**src/source/bank_wrap_defs.svh**
```systemverilog
`ifndef BANK_WRAP_DEFS_SVH
`define BANK_WRAP_DEFS_SVH

// Data word and port counts
`define WIDTH        16
`define NUM_WR_PORTS 2
`define NUM_RD_PORTS 2

// Bank geometry
`define NUM_BANKS    4
`define BANK_BITS    2
`define ROW_BITS     4

// Banks sharing one chain segment
`define CHAIN_SEG    2

// Read latency of the external SRAM banks
`define SRAM_DELAY   2

`define SKEW_MAX     ((`NUM_BANKS - 1) / `CHAIN_SEG)
`define RD_LATENCY   (1 + `SRAM_DELAY + `SKEW_MAX)

`endif
```
**src/source/bank_wrap_pkg.sv**
```systemverilog
`include "bank_wrap_defs.svh"

package bank_wrap_pkg;

  typedef logic [`WIDTH-1:0]                word_t;
  typedef logic [`BANK_BITS-1:0]            bank_t;
  typedef logic [`ROW_BITS-1:0]             row_t;
  // Bank in the upper bits, row below
  typedef logic [`BANK_BITS+`ROW_BITS-1:0]  padr_t;

  typedef struct packed {
    logic  valid;
    bank_t bank;
    row_t  row;
    word_t data;
  } wr_req_t;

  typedef struct packed {
    logic  valid;
    bank_t bank;
    row_t  row;
  } rd_req_t;

  typedef struct packed {
    logic  write;
    row_t  row;
    word_t data;
  } bank_wr_t;

  typedef struct packed {
    logic read;
    row_t row;
  } bank_rd_t;

endpackage

```
**src/source/bank_wrap_top.sv**
```systemverilog
`timescale 1ns/1ps
`include "bank_wrap_defs.svh"

module bank_wrap_top (
  input  logic                                         clk,
  input  logic                                         arst_n,
  input  bank_wrap_pkg::wr_req_t  [`NUM_WR_PORTS-1:0] wr_req,
  input  bank_wrap_pkg::rd_req_t  [`NUM_RD_PORTS-1:0] rd_req,
  output bank_wrap_pkg::bank_wr_t [`NUM_BANKS-1:0]    bank_wr,
  output bank_wrap_pkg::bank_rd_t [`NUM_BANKS-1:0]    bank_rd,
  input  bank_wrap_pkg::word_t    [`NUM_BANKS-1:0]    bank_dout,
  output bank_wrap_pkg::word_t    [`NUM_RD_PORTS-1:0] rd_data,
  output logic                    [`NUM_RD_PORTS-1:0] rd_vld,
  output bank_wrap_pkg::padr_t    [`NUM_RD_PORTS-1:0] rd_padr
);

  // Per-port bank selects aligned to bank data
  logic [`NUM_RD_PORTS-1:0][`NUM_BANKS-1:0] rd_sel;

  write_router write_router_inst (
    .clk     (clk),
    .arst_n  (arst_n),
    .wr_req  (wr_req),
    .bank_wr (bank_wr)
  );

  read_router read_router_inst (
    .clk     (clk),
    .arst_n  (arst_n),
    .rd_req  (rd_req),
    .bank_rd (bank_rd),
    .rd_sel  (rd_sel),
    .rd_vld  (rd_vld),
    .rd_padr (rd_padr)
  );

  read_collect read_collect_inst (
    .clk       (clk),
    .arst_n    (arst_n),
    .rd_sel    (rd_sel),
    .bank_dout (bank_dout),
    .rd_data   (rd_data)
  );

endmodule

```
**src/source/read_collect.sv**
```systemverilog
`timescale 1ns/1ps
`include "bank_wrap_defs.svh"

module read_collect (
  input  logic                                       clk,
  input  logic                                       arst_n,
  input  logic [`NUM_RD_PORTS-1:0][`NUM_BANKS-1:0]   rd_sel,
  input  bank_wrap_pkg::word_t [`NUM_BANKS-1:0]      bank_dout,
  output bank_wrap_pkg::word_t [`NUM_RD_PORTS-1:0]   rd_data
);
  import bank_wrap_pkg::*;

  word_t seg_d [`SKEW_MAX][`NUM_RD_PORTS];
  word_t seg_q [`SKEW_MAX][`NUM_RD_PORTS];

  // Each port's chain starts at zero and picks up the selected bank's word
  always_comb begin
    word_t cur [`NUM_RD_PORTS];
    for (int p = 0; p < `NUM_RD_PORTS; p++) begin
      cur[p] = '0;
    end
    for (int b = 0; b < `NUM_BANKS; b++) begin
      for (int p = 0; p < `NUM_RD_PORTS; p++) begin
        if (rd_sel[p][b]) begin
          cur[p] = bank_dout[b];
        end
      end
      // Later segments see their data one cycle later, so cut the chain here
      if ((b % `CHAIN_SEG) == (`CHAIN_SEG - 1) && b != (`NUM_BANKS - 1)) begin
        seg_d[b / `CHAIN_SEG] = cur;
        cur = seg_q[b / `CHAIN_SEG];
      end
    end
    for (int p = 0; p < `NUM_RD_PORTS; p++) begin
      rd_data[p] = cur[p];
    end
  end

  always_ff @(posedge clk or negedge arst_n) begin
    if (!arst_n) begin
      for (int s = 0; s < `SKEW_MAX; s++) begin
        for (int p = 0; p < `NUM_RD_PORTS; p++) begin
          seg_q[s][p] <= '0;
        end
      end
    end else begin
      seg_q <= seg_d;
    end
  end

endmodule

```
**src/source/read_router.sv**
```systemverilog
`timescale 1ns/1ps
`include "bank_wrap_defs.svh"

module read_router (
  input  logic                                          clk,
  input  logic                                          arst_n,
  input  bank_wrap_pkg::rd_req_t  [`NUM_RD_PORTS-1:0]  rd_req,
  output bank_wrap_pkg::bank_rd_t [`NUM_BANKS-1:0]     bank_rd,
  output logic [`NUM_RD_PORTS-1:0][`NUM_BANKS-1:0]     rd_sel,
  output logic [`NUM_RD_PORTS-1:0]                     rd_vld,
  output bank_wrap_pkg::padr_t    [`NUM_RD_PORTS-1:0]  rd_padr
);
  import bank_wrap_pkg::*;

  logic [`NUM_RD_PORTS-1:0]         hit_d [`NUM_BANKS];
  row_t                             row_d [`NUM_BANKS];
  logic [`NUM_RD_PORTS-1:0]         vld_pipe [`RD_LATENCY];
  padr_t [`NUM_RD_PORTS-1:0]        padr_pipe [`RD_LATENCY];

  always_comb begin
    for (int b = 0; b < `NUM_BANKS; b++) begin
      hit_d[b] = '0;
      row_d[b] = '0;
      for (int p = 0; p < `NUM_RD_PORTS; p++) begin
        if (rd_req[p].valid && rd_req[p].bank == bank_t'(b)) begin
          hit_d[b][p] = 1'b1;
          row_d[b] = rd_req[p].row;
        end
      end
    end
  end

  for (genvar b = 0; b < `NUM_BANKS; b++) begin : g_bank
    localparam int SEG = b / `CHAIN_SEG;
    // Select reaches the collector together with this bank's data
    localparam int DEPTH = 1 + `SRAM_DELAY + SEG;

    logic [`NUM_RD_PORTS-1:0] hit_pipe [DEPTH];
    row_t                     row_pipe [SEG+1];

    always_ff @(posedge clk or negedge arst_n) begin
      if (!arst_n) begin
        for (int s = 0; s < DEPTH; s++) begin
          hit_pipe[s] <= '0;
        end
      end else begin
        hit_pipe[0] <= hit_d[b];
        for (int s = 1; s < DEPTH; s++) begin
          hit_pipe[s] <= hit_pipe[s-1];
        end
      end
    end

    always_ff @(posedge clk) begin
      row_pipe[0] <= row_d[b];
      for (int s = 1; s <= SEG; s++) begin
        row_pipe[s] <= row_pipe[s-1];
      end
    end

    // Stage SEG doubles as the skewed read strobe
    assign bank_rd[b].read = |hit_pipe[SEG];
    assign bank_rd[b].row  = row_pipe[SEG];

    for (genvar p = 0; p < `NUM_RD_PORTS; p++) begin : g_port
      assign rd_sel[p][b] = hit_pipe[DEPTH-1][p];
    end
  end

  always_ff @(posedge clk or negedge arst_n) begin
    if (!arst_n) begin
      for (int s = 0; s < `RD_LATENCY; s++) begin
        vld_pipe[s] <= '0;
      end
    end else begin
      for (int p = 0; p < `NUM_RD_PORTS; p++) begin
        vld_pipe[0][p] <= rd_req[p].valid;
      end
      for (int s = 1; s < `RD_LATENCY; s++) begin
        vld_pipe[s] <= vld_pipe[s-1];
      end
    end
  end

  always_ff @(posedge clk) begin
    for (int p = 0; p < `NUM_RD_PORTS; p++) begin
      padr_pipe[0][p] <= {rd_req[p].bank, rd_req[p].row};
    end
    for (int s = 1; s < `RD_LATENCY; s++) begin
      padr_pipe[s] <= padr_pipe[s-1];
    end
  end

  assign rd_vld  = vld_pipe[`RD_LATENCY-1];
  assign rd_padr = padr_pipe[`RD_LATENCY-1];

endmodule

```
**src/source/write_router.sv**
```systemverilog
`timescale 1ns/1ps
`include "bank_wrap_defs.svh"

module write_router (
  input  logic                                         clk,
  input  logic                                         arst_n,
  input  bank_wrap_pkg::wr_req_t  [`NUM_WR_PORTS-1:0] wr_req,
  output bank_wrap_pkg::bank_wr_t [`NUM_BANKS-1:0]    bank_wr
);
  import bank_wrap_pkg::*;

  logic [`NUM_WR_PORTS-1:0] mask_d [`NUM_BANKS];
  row_t                     row_d [`NUM_BANKS];
  logic [`NUM_WR_PORTS-1:0] bank_mask [`NUM_BANKS];
  word_t                    bank_din [`NUM_BANKS];
  word_t                    data_q [`NUM_WR_PORTS];
  word_t                    seg_d [`SKEW_MAX][`NUM_WR_PORTS];
  word_t                    seg_q [`SKEW_MAX][`NUM_WR_PORTS];

  // Per-bank port mask where the higher port takes the row on a collision
  always_comb begin
    for (int b = 0; b < `NUM_BANKS; b++) begin
      mask_d[b] = '0;
      row_d[b] = '0;
      for (int p = 0; p < `NUM_WR_PORTS; p++) begin
        if (wr_req[p].valid && wr_req[p].bank == bank_t'(b)) begin
          mask_d[b][p] = 1'b1;
          row_d[b] = wr_req[p].row;
        end
      end
    end
  end

  for (genvar b = 0; b < `NUM_BANKS; b++) begin : g_bank
    localparam int SEG = b / `CHAIN_SEG;

    logic [`NUM_WR_PORTS-1:0] mask_pipe [SEG+1];
    row_t                     row_pipe [SEG+1];

    always_ff @(posedge clk or negedge arst_n) begin
      if (!arst_n) begin
        for (int s = 0; s <= SEG; s++) begin
          mask_pipe[s] <= '0;
        end
      end else begin
        mask_pipe[0] <= mask_d[b];
        for (int s = 1; s <= SEG; s++) begin
          mask_pipe[s] <= mask_pipe[s-1];
        end
      end
    end

    always_ff @(posedge clk) begin
      row_pipe[0] <= row_d[b];
      for (int s = 1; s <= SEG; s++) begin
        row_pipe[s] <= row_pipe[s-1];
      end
    end

    assign bank_mask[b]     = mask_pipe[SEG];
    assign bank_wr[b].write = |mask_pipe[SEG];
    assign bank_wr[b].row   = row_pipe[SEG];
    assign bank_wr[b].data  = bank_din[b];
  end

  always_ff @(posedge clk) begin
    for (int p = 0; p < `NUM_WR_PORTS; p++) begin
      data_q[p] <= wr_req[p].data;
    end
  end

  // Data chain across the banks is cut by a register at each inner segment end
  always_comb begin
    word_t cur [`NUM_WR_PORTS];
    cur = data_q;
    for (int b = 0; b < `NUM_BANKS; b++) begin
      bank_din[b] = '0;
      for (int p = 0; p < `NUM_WR_PORTS; p++) begin
        bank_din[b] = bank_din[b] | (cur[p] & {`WIDTH{bank_mask[b][p]}});
      end
      if ((b % `CHAIN_SEG) == (`CHAIN_SEG - 1) && b != (`NUM_BANKS - 1)) begin
        seg_d[b / `CHAIN_SEG] = cur;
        cur = seg_q[b / `CHAIN_SEG];
      end
    end
  end

  always_ff @(posedge clk) begin
    seg_q <= seg_d;
  end

endmodule

```
**config.mk**
```make
export PLATFORM = sky130hd
export DESIGN_NAME = bank_wrap_top
export DESIGN_NICKNAME = d
export VERILOG_FILES = /design/src/source/bank_wrap_pkg.sv /design/src/source/bank_wrap_top.sv /design/src/source/read_collect.sv /design/src/source/read_router.sv /design/src/source/write_router.sv
export VERILOG_INCLUDE_DIRS = /design/src /design/src/source
export SDC_FILE = /design/constraint.sdc
export NUM_CORES = 1
export LEC_CHECK = 0
export ABC_AREA = 1
export BUFFER_PORTS_ARGS = -buffer_cell sky130_fd_sc_hd__buf_2
export CAP_MARGIN = 40
export CORE_AREA = 2 2 136 138
export CTS_BUF_LIST = sky130_fd_sc_hd__clkbuf_16
export DETAILED_ROUTE_END_ITERATION = 16
export DIE_AREA = 0 0 138 140
export GPL_TIMING_DRIVEN = 1
export PLACE_DENSITY = 0.74
export SYNTH_ARGS = -nofsm -noshare
export SYNTH_HDL_FRONTEND = slang
export SYNTH_SLANG_ARGS = --single-unit
```
**constraint.sdc**
```tcl
create_clock -name clk -period 1 [get_ports clk]
set_input_delay 0.05 -clock clk [delete_from_list [all_inputs] [get_ports clk]]
set_output_delay 0.05 -clock clk [all_outputs]
set_load 0.005 [all_outputs]
```
==> impl_metrics.yaml, run 1 <==
clock_network:
  clockBufferDepth: 3
  cts-root-buf: "clkbuf_16"
  cts.sinks: 240
  insertion_delay_ns: 0.50
  clk_pin_slew_worst_paths_ns: 0.06
  htreeDepth: 1
  cts_tree: "done"
  cts_inserted_buffers: 23
logic_synthesis:
  synth_adder_area_share: 0
  synth_top_family_by_area: "compound AO/OA/AOI/OAI gates"
  syn_area_um2: 7720
  synth.avg_cell_area_um2: 10.2
  ys_ff_latch: 240
  syn_nets: 884
  yosys.area_share.simple: 0.107
  yosysTopAreaCellShare: 0.415
  yosysTopAreaCell: "dfxtp_1"
  synthCells: 758
  synth_xor_area_frac: 0
  synthFlopType: "dfxtp_1"
  muxShareOfSynthArea: 0
  synth_edf_count: 0
  netlist_top_cells_count: "dfxtp_1 (160), inv_1 (102), nand2_1 (98)"
  async_flop_share: 0.333
  synth_compound_area_frac: 0.125
  synth_cell_type_count: 22
  synth_most_common_cell: "dfxtp_1"
  ys.warnings.count: 0
  synth_area_leaders: "dfxtp_1 (42%), dfrtp_1 (26%), o22ai_1 (7.8%), inv_1 (5.0%), nand2_1 (4.8%)"
  synth_seq_area_share: 0.674
global_routing:
  grt-ovfl-total: 0
  grt_pass1_vias: 7451
  grt_pass1_wl_um: 39100
  track_usage: 0.250
  antenna_found_initial: 2
  grt_max_degree: 30
layout:
  stdcell_area_um2: 12600
  multi_input_area_um2: 2580
  regArea_um2: 5230
  fin_nets: 1294
  drive_above_1_share: 0.454
  area_delta_synth_final_pct: 63.2
  post-route-util: 0.709
  fillers: 1210
pwr:
  leakagePower_nw: 6.28
  ir_worst_vdd_uv: 1630
  p_per_area_nw_per_um2: 1710
  power_w: 0.0216
timing:
  slew_violations: 0
  fin_crit_sh: 1.60
  timing.final.crit_period_ns: 1.60
  finalClockSkew_ns: 0.0148
  setup_slack_ns: -0.602
  whs_ns: -0.0381
  finalSetupViolCount: 108
  tightest_slew_ns: 0.359
  rsz0062_at_grt: "true"
  slew-limit-headroom: 0.760
  hold_viol_final: 3
  max_freq_mhz: 624
critical_path:
  crit_type: "flip-flop to output port"
  end_kind: "output port"
  cp_max_fo: 5
  r2r_slack_ns: 0.10
  start_kind: "flip-flop"
  arrival_ns: 1.55
  required_ns: 0.95
floorplanning:
  dieHeight_um: 140
  die_w_um: 138
  die_area_um2: 19300
  ioPinCount: 276
  coreArea_um2: 17800
  start_util: 0.434
  fp-row-count: 49
outcome:
  status: "finished with violations"
  violations: "hold timing, setup timing"
placement:
  place_congestion: 0.912
  dp_hpwl_um: 14900
  port-buffer-count: 275
  place_area_um2: 9510
  place_ws_ns: -0.121
worst_hold_path:
  min_path_type: "input port to flip-flop"
detailed_routing:
  wl_um: 27000
  ant_nets: 0
  wl_per_cell_um: 19.1
  first_pass_iters: 6
  dr_total_vias: 7221
  dr.first_iter.drc_count: 420
  vias_per_cell: 5.10
  drc: 0
run:
  drv_cap: 0
area by class of cell:
class | count | share of cell area
clock inverter | 16 | 0.00993
sequential | 240 | 0.415
inverter | 122 | 0.0399
antenna | 3 | 0.000596
clock buffer | 25 | 0.0497
timing repair inverter | 2 | 0.00119
timing repair buffer | 425 | 0.256
multi-input combinational | 354 | 0.205
tap | 229 | 0.0227
cell families (layout without fill, tap and decap cells):
logic type | after synthesis | after routing
buffers and inverters | 164 | 590
DFF | 240 | 240
and+or+nand+nor | 186 | 186
AOI/OAI and AO/OA | 168 | 168
other | 0 | 3
metrics by stage:
stage | cells | hold slack (ns) | setup TNS, ns
2_1_floorplan | 758 | -0.246 | 0
3_3_place_gp | 1252 | -0.0519 | -1.47
3_5_place_dp | 1252 | -0.0461 | -1.86
4_1_cts | 1400 | -0.153 | -48.23
5_1_grt | 1415 | 0.0100 | -55.23
6_report | 1416 | -0.0381 | -50.97
layout by cell type (no fill, tap or decap), types with 5 or more instances in the layout:
cell	n
buf_2	256
dfxtp_1	142
inv_1	105
dlygate4sd3_1	96
nand2_1	90
dfrtp_1	76
o22ai_2	46
buf_6	37
o22ai_1	33
a21oi_2	32
nor2_1	31
clkbuf_16	27
nand3_1	26
a21oi_1	24
dfxtp_2	18
o22ai_4	17
buf_12	15
buf_4	13
inv_2	9
a21oi_4	8
nor2_2	8
nand2_2	8
nand4_1	8
o21ai_1	8
clkinv_4	6
clkinv_1	6
nor2_4	5
worst max-delay path: stages, from the launching register on:
cell,delay (ns)
dfrtp_2,0.44
buf_12,0.16
buf_12,0.14
a21oi_2,0.13
a21oi_2,0.07
buf_2,0.12
path summary, 6_finish.rpt:
check,from,end,cells past startpoint
hold / removal,wr_req[39],write_router_inst.g_bank[0].row_pipe[0][0],3
max in group asynchronous,arst_n,write_router_inst.g_bank[3].mask_pipe[3],3
setup reg to reg,read_router_inst.rd_sel[1],read_collect_inst.seg_q[16],3
hold reg to reg,read_router_inst.padr_pipe[2][0],read_router_inst.padr_pipe[3][0],0
setup / recovery,read_router_inst.rd_sel[7],rd_data[21],5
min in group asynchronous,arst_n,read_router_inst.vld_pipe[6],2
metal layers:
metal / share of wire / vias to the layer above / track usage
met3: 0.069 / 106 / 0.0503
met1: 0.36 / 3424 / 0.283
met2: 0.52 / 407 / 0.458
met4: 0.049 / 0 / 0.110
li1: - / 3284 / -
met5: 0 / - / 0
what timing repair did:
item	4_1_cts	5_1_grt
pin swaps	26	34
gates resized for setup	119	124
setup endpoints to repair	110	142
gates cloned	6	2
endpoints found under the hold margin	205	14
buffers inserted	7	13
hold buffers	95	7
where the power goes:
part / internal, W / switching (W)
sequential: 0.0101 / 0.000192
clock: 0.00501 / 0.00361
combinational: 0.00131 / 0.00137
flip-flops by register name, summed over array words and instances (netlist names):
name                                flops
read_router_inst.rd_sel                 8
write_router_inst.g_bank.row_pipe      24
write_router_inst.seg_q                32
read_router_inst.g_bank.row_pipe       24
read_router_inst.rd_vld                 2
read_router_inst.vld_pipe               6
write_router_inst.bank_mask             4
write_router_inst.g_bank.mask_pipe      8
read_router_inst.padr_pipe             48
read_collect_inst.seg_q                32
write_router_inst.data_q               32
read_router_inst.g_bank.hit_pipe       20
(Power assumes the default switching activity.)
==> inputs of run 2 (changes only) <==
--- a/config.mk
+++ b/config.mk
@@ -9,12 +9,12 @@
 export ABC_AREA = 1
 export BUFFER_PORTS_ARGS = -buffer_cell sky130_fd_sc_hd__buf_2
 export CAP_MARGIN = 40
-export CORE_AREA = 2 2 136 138
-export CTS_BUF_LIST = sky130_fd_sc_hd__clkbuf_16
+export CORE_AREA = 2 2 133 135
+export CTS_BUF_LIST = sky130_fd_sc_hd__clkbuf_8
 export DETAILED_ROUTE_END_ITERATION = 16
-export DIE_AREA = 0 0 138 140
-export GPL_TIMING_DRIVEN = 1
-export PLACE_DENSITY = 0.74
+export DIE_AREA = 0 0 135 137
+export GPL_TIMING_DRIVEN = 0
+export PLACE_DENSITY = 0.77
 export SYNTH_ARGS = -nofsm -noshare
 export SYNTH_HDL_FRONTEND = slang
 export SYNTH_SLANG_ARGS = --single-unit
==> impl_metrics.yaml, run 2 (synthesized netlist as in run 1, its figures left out) <==
pwr:
  seq_power_share: 0.469
  leakagePower_nw: 6.64
  pwr-share-comb: 0.135
  p_per_area_nw_per_um2: 1650
  intPower_w: 0.0164
  ir_worst_vdd_uv: 1800
  power_frac_clock: 0.396
  p_switching_w: 0.00561
  swShare: 0.255
layout:
  largest_reg_flops: 48
  top_register: "read_router_inst.padr_pipe"
  post-route-util: 0.780
  diodes: 0
  final_common_cell: "buf_2"
  fin_nets: 1348
  drive_above_1_share: 0.503
  layout_common_cells: "buf_2 (240), dfxtp_1 (135), inv_1 (116)"
  area_delta_synth_final_pct: 72.3
critical_path:
  start_kind: "flip-flop"
  regToRegEndpoint: "read_collect_inst.seg_q[10]"
  path_cells: "buf_6, buf_6, a21oi_2, a21oi_1, buf_2"
  r2r_slack_ns: 0.03
  arrival_ns: 1.62
  worst-r2r-cell-count: 3
  max_stage_delay_ns: 0.33
  cp_slowest_cell: "dfrtp_1"
  end_kind: "output port"
  path_buf_inv: 3
  required_ns: 0.95
  crit_type: "flip-flop to output port"
  reg2reg_from: "read_router_inst.rd_sel[5]"
  crit_cells: 5
  cpMostUsedCell: "buf_6"
  cp_top_family: "buffers and inverters"
  cp_max_fo: 6
floorplanning:
  ioPinCount: 276
  coreArea_um2: 17100
  fp-row-count: 48
  die_area_um2: 18500
  start_util: 0.452
  die_w_um: 135
  dieHeight_um: 137
worst_hold_path:
  min_path_type: "input port to asynchronous set/reset pin"
global_routing:
  track_usage: 0.278
  grt_pass1_wl_um: 39600
  grt_pass1_vias: 7775
  antenna_found_initial: 0
  grt-ovfl-total: 0
  grt_max_degree: 52
timing:
  finalSetupViolCount: 128
  slew-limit-headroom: 0.725
  whs_ns: -0.00351
  finalClockSkew_ns: 0.0243
  hold_viol_final: 3
  fin_crit_sh: 1.67
  rsz0062_at_grt: "true"
  max_freq_mhz: 600
  slew_violations: 0
  timing.final.crit_period_ns: 1.67
  setup_slack_ns: -0.667
  setup_tns_ns: -58.07
  tightest_slew_ns: 0.412
placement:
  place_ws_ns: -0.354
  port-buffer-count: 275
  place_congestion: 0.838
  dp_hpwl_um: 14400
detailed_routing:
  top_layer: "met4"
  wl_um: 29900
  wl_met1_um: 10100
  wl_met2_um: 15200
  dr_total_vias: 7795
  ant_nets: 0
  drc: 0
  wl_met3_um: 2480
  dr.first_iter.drc_count: 471
  wl_per_cell_um: 20.3
  first_pass_iters: 5
  vias_per_cell: 5.28
clock_network:
  insertion_delay_ns: 0.52
  cts_inserted_buffers: 37
  htreeDepth: 2
  cts_tree: "done"
  clk_pin_slew_worst_paths_ns: 0.06
  cts.sinks: 240
  cts-root-buf: "clkbuf_8"
  clockBufferDepth: 3
outcome:
  violations: "hold timing, setup timing"
  status: "finished with violations"
run:
  drv_cap: 0
## run 2: cell count changes in the layout (fill, tap and decap cells not counted), moves of 11 or more
cell | previous run | this run
buf_6 | 37 | 80
clkbuf_8 | 0 | 43
clkbuf_16 | 27 | 1
nand2_1 | 90 | 73
buf_2 | 256 | 240
buf_4 | 13 | 27
a21oi_4 | 8 | 19
inv_1 | 105 | 116
## run 2: final cells by class
class / count / area [µm²]
repair buffers: 443 / 3400
fillers: 929 / 3760
clock buffers: 43 / 592
multi-input cells: 354 / 2720
plain buffers: 24 / 324
clock inverters: 24 / 210
inverters: 122 / 531
flip-flops and latches: 240 / 5240
well taps: 225 / 282
## run 2: worst max-delay path by stage
stage / startpoint / endpoint
floorplan: read_router_inst.rd_sel[5] / read_collect_inst.seg_q[10]
global placement: arst_n / read_collect_inst.seg_q[6]
detailed placement: read_router_inst.rd_sel[7] / rd_data[23]
CTS: read_router_inst.rd_sel[6] / rd_data[23]
global route: read_router_inst.rd_sel[6] / rd_data[16]
finish: read_router_inst.rd_sel[6] / rd_data[16]
## run 2: through the flow
step	power [W]	hold WS (ns)	area, µm²	instances
5_1_grt	0.0227	0.00537	13300	1475
6_report	0.0220	-0.00351	13300	1475
3_3_place_gp	0.0121	0.153	9380	1258
3_5_place_dp	0.0121	0.00579	9410	1259
4_1_cts	0.0214	-0.0151	12600	1457
2_1_floorplan	0.0111	-0.246	7720	758
## run 2: routing by layer
metal / global-route usage / vias to the layer above
li1: - / 3407
met3: 0.0722 / 172
met2: 0.503 / 531
met1: 0.289 / 3685
met4: 0.174 / 0
met5: 0 / -
## run 2: repair_timing
action / CTS / global route
resized for setup: 245 / 130
endpoints found under the setup margin: 168 / 161
buffers inserted: 45 / 15
hold buffers: 94 / 5
pin swaps: 57 / 26
cloned: 10 / 1
endpoints found under the hold margin: 206 / 15
## run 2: power by group through the flow
| stage | clock network (W) | logic (W) | registers, W |
|---|---|---|---|
| final | 0.00869 | 0.00297 | 0.0103 |
| after global routing | 0.00926 | 0.00313 | 0.0103 |
| after CTS | 0.00862 | 0.00249 | 0.0103 |
| after detailed placement | 0 | 0.00169 | 0.0104 |
| after global placement | 0 | 0.00165 | 0.0104 |
| after floorplan | 0 | 0.000750 | 0.0104 |
## run 2: worst register-to-register path: cells and delay by family (launching register included)
family / cells / cell delay (ns)
flip-flops: 1 / 0.37
buffers and inverters: 2 / 0.34
AO/OA/AOI/OAI: 1 / 0.15
==> inputs of run 3 (changes only) <==
--- a/config.mk
+++ b/config.mk
@@ -15,6 +15,7 @@
 export DIE_AREA = 0 0 135 137
 export GPL_TIMING_DRIVEN = 0
 export PLACE_DENSITY = 0.77
+export SETUP_SLACK_MARGIN = 0.15
 export SYNTH_ARGS = -nofsm -noshare
 export SYNTH_HDL_FRONTEND = slang
 export SYNTH_SLANG_ARGS = --single-unit
==> impl_metrics.yaml, run 3 (synthesized netlist as in run 1, its figures left out) <==
floorplanning:
  start_util: 0.452
  ioPinCount: 276
  die_w_um: 135
  coreArea_um2: 17100
  fp-row-count: 48
  die_area_um2: 18500
  dieHeight_um: 137
pwr:
  leakagePower_nw: 6.81
  ir_worst_vdd_uv: 1680
  power_w: 0.0214
  p_per_area_nw_per_um2: 1550
clock_network:
  cts_inserted_buffers: 38
  cts.sinks: 240
  htreeDepth: 2
  insertion_delay_ns: 0.53
  clk_pin_slew_worst_paths_ns: 0.07
  clockBufferDepth: 3
  cts-root-buf: "clkbuf_8"
  cts_tree: "done"
layout:
  post-route-util: 0.813
  largest_reg_flops: 48
  drive_above_1_share: 0.549
  final_common_cell: "buf_2"
  layout_common_cells: "buf_2 (233), dfxtp_1 (137), inv_1 (117)"
  fin_nets: 1353
  area_delta_synth_final_pct: 79.6
  top_register: "read_router_inst.padr_pipe"
  fillers: 887
  final_cells: 1482
placement:
  dp_hpwl_um: 14800
  place_inst: 1259
  place_congestion: 0.818
  port-buffer-count: 275
critical_path:
  arrival_ns: 1.63
  crit_type: "flip-flop to output port"
  reg2reg_from: "read_router_inst.rd_sel[1]"
  end_kind: "output port"
  regToRegEndpoint: "read_collect_inst.seg_q[26]"
  worst-r2r-cell-count: 4
  start_kind: "flip-flop"
  r2r_slack_ns: 0
  required_ns: 0.95
  cp_max_fo: 8
detailed_routing:
  wl_per_cell_um: 20.3
  vias_per_cell: 5.16
  first_pass_iters: 7
  dr.first_iter.drc_count: 311
  ant_nets: 0
  wl_um: 30000
  drc: 0
  dr_total_vias: 7642
global_routing:
  track_usage: 0.291
  grt-ovfl-total: 0
  grt_max_degree: 42
  grt_pass1_wl_um: 41600
  antenna_found_initial: 1
  grt_pass1_vias: 8085
timing:
  finalSetupViolCount: 133
  max_freq_mhz: 594
  timing.final.crit_period_ns: 1.68
  setup_slack_ns: -0.682
  fin_crit_sh: 1.68
  slew_violations: 0
  hold_viol_final: 0
  finalClockSkew_ns: 0.0200
  rsz0062_at_grt: "true"
  tightest_slew_ns: 0.532
  slew-limit-headroom: 0.646
worst_hold_path:
  min_path_type: "input port to asynchronous set/reset pin"
outcome:
  status: "finished with violations"
  violations: "setup timing"
run:
  drv_cap: 0
==> run 3: cell types whose count changed in the layout (fill, tap and decap cells not counted), sizes merged <==
cell,before,now
diode,0,1
inv,128,132
bufinv,3,0
clkinvlp,1,0
clkbuf,46,50
buf,368,372
clkinv,14,15
dlygate4sd3,96,93
==> run 3: cell type report <==
type,count,area (µm²),share of cell area
Antenna cell,1,2.50,0.000181
Buffer,42,576,0.0415
Clock buffer,44,606,0.0437
Clock inverter,25,124,0.00894
Inverter,122,546,0.0394
Multi-Input combinational cell,354,3090,0.223
Sequential cell,240,5230,0.378
Tap cell,225,282,0.0203
Timing Repair Buffer,429,3400,0.245
==> run 3: layer usage <==
layer / vias up / track usage / wire [µm]
li1: 3417 / - / -
met1: 3631 / 0.298 / 10200
met2: 437 / 0.541 / 15900
met3: 157 / 0.0704 / 2030
met4: 0 / 0.164 / 1930
met5: - / 0 / 0
==> run 3: worst max-delay path by stage <==
stage	from	endpoint	slack, ns	cells past startpoint
final	read_router_inst.rd_sel[6]	rd_data[28]	-0.68	6
after floorplan	read_router_inst.rd_sel[6]	rd_data[19]	0.12	5
after global routing	read_router_inst.rd_sel[7]	rd_data[25]	-0.73	5
after detailed placement	write_router_inst.bank_mask[1]	bank_wr[77]	-0.30	4
after global placement	arst_n	read_router_inst.rd_sel[2]	-0.64	1
after CTS	read_router_inst.rd_sel[2]	rd_data[6]	-0.60	5
==> run 3: stage by stage <==
step / hold slack [ns] / setup TNS (ns) / instance area, µm² / setup slack, ns
2_1_floorplan: -0.246 / 0 / 7980 / 0.122
3_3_place_gp: 0.153 / -61.10 / 9640 / -0.643
3_5_place_dp: 0.0588 / -10.32 / 9660 / -0.300
4_1_cts: 0.0478 / -54.76 / 13100 / -0.604
5_1_grt: 0.0737 / -63.86 / 13900 / -0.735
6_report: 0.0456 / -56.50 / 13900 / -0.682
==> run 3: critical path, stage by stage (launching register included) <==
cell	delay [ns]
dfrtp_1	0.39
buf_6	0.16
clkinv_8	0.08
clkbuf_16	0.15
nand2_2	0.05
a21oi_2	0.14
buf_2	0.13
==> run 3: power breakdown <==
| part | total [W] | switching (W) | internal [W] |
|---|---|---|---|
| sequential | 0.0103 | 0.000204 | 0.0101 |
| clock | 0.00791 | 0.00384 | 0.00407 |
| combinational | 0.00322 | 0.00160 | 0.00162 |
==> run 3: timing repair <==
action / in CTS / in global routing
hold buffers: 93 / 0
pin swaps: 54 / 28
resized for setup: 255 / 147
setup endpoints to repair: 182 / 194
setup buffers: 33 / 12
hold endpoints to repair: 205 / 0
gates cloned: 12 / 3
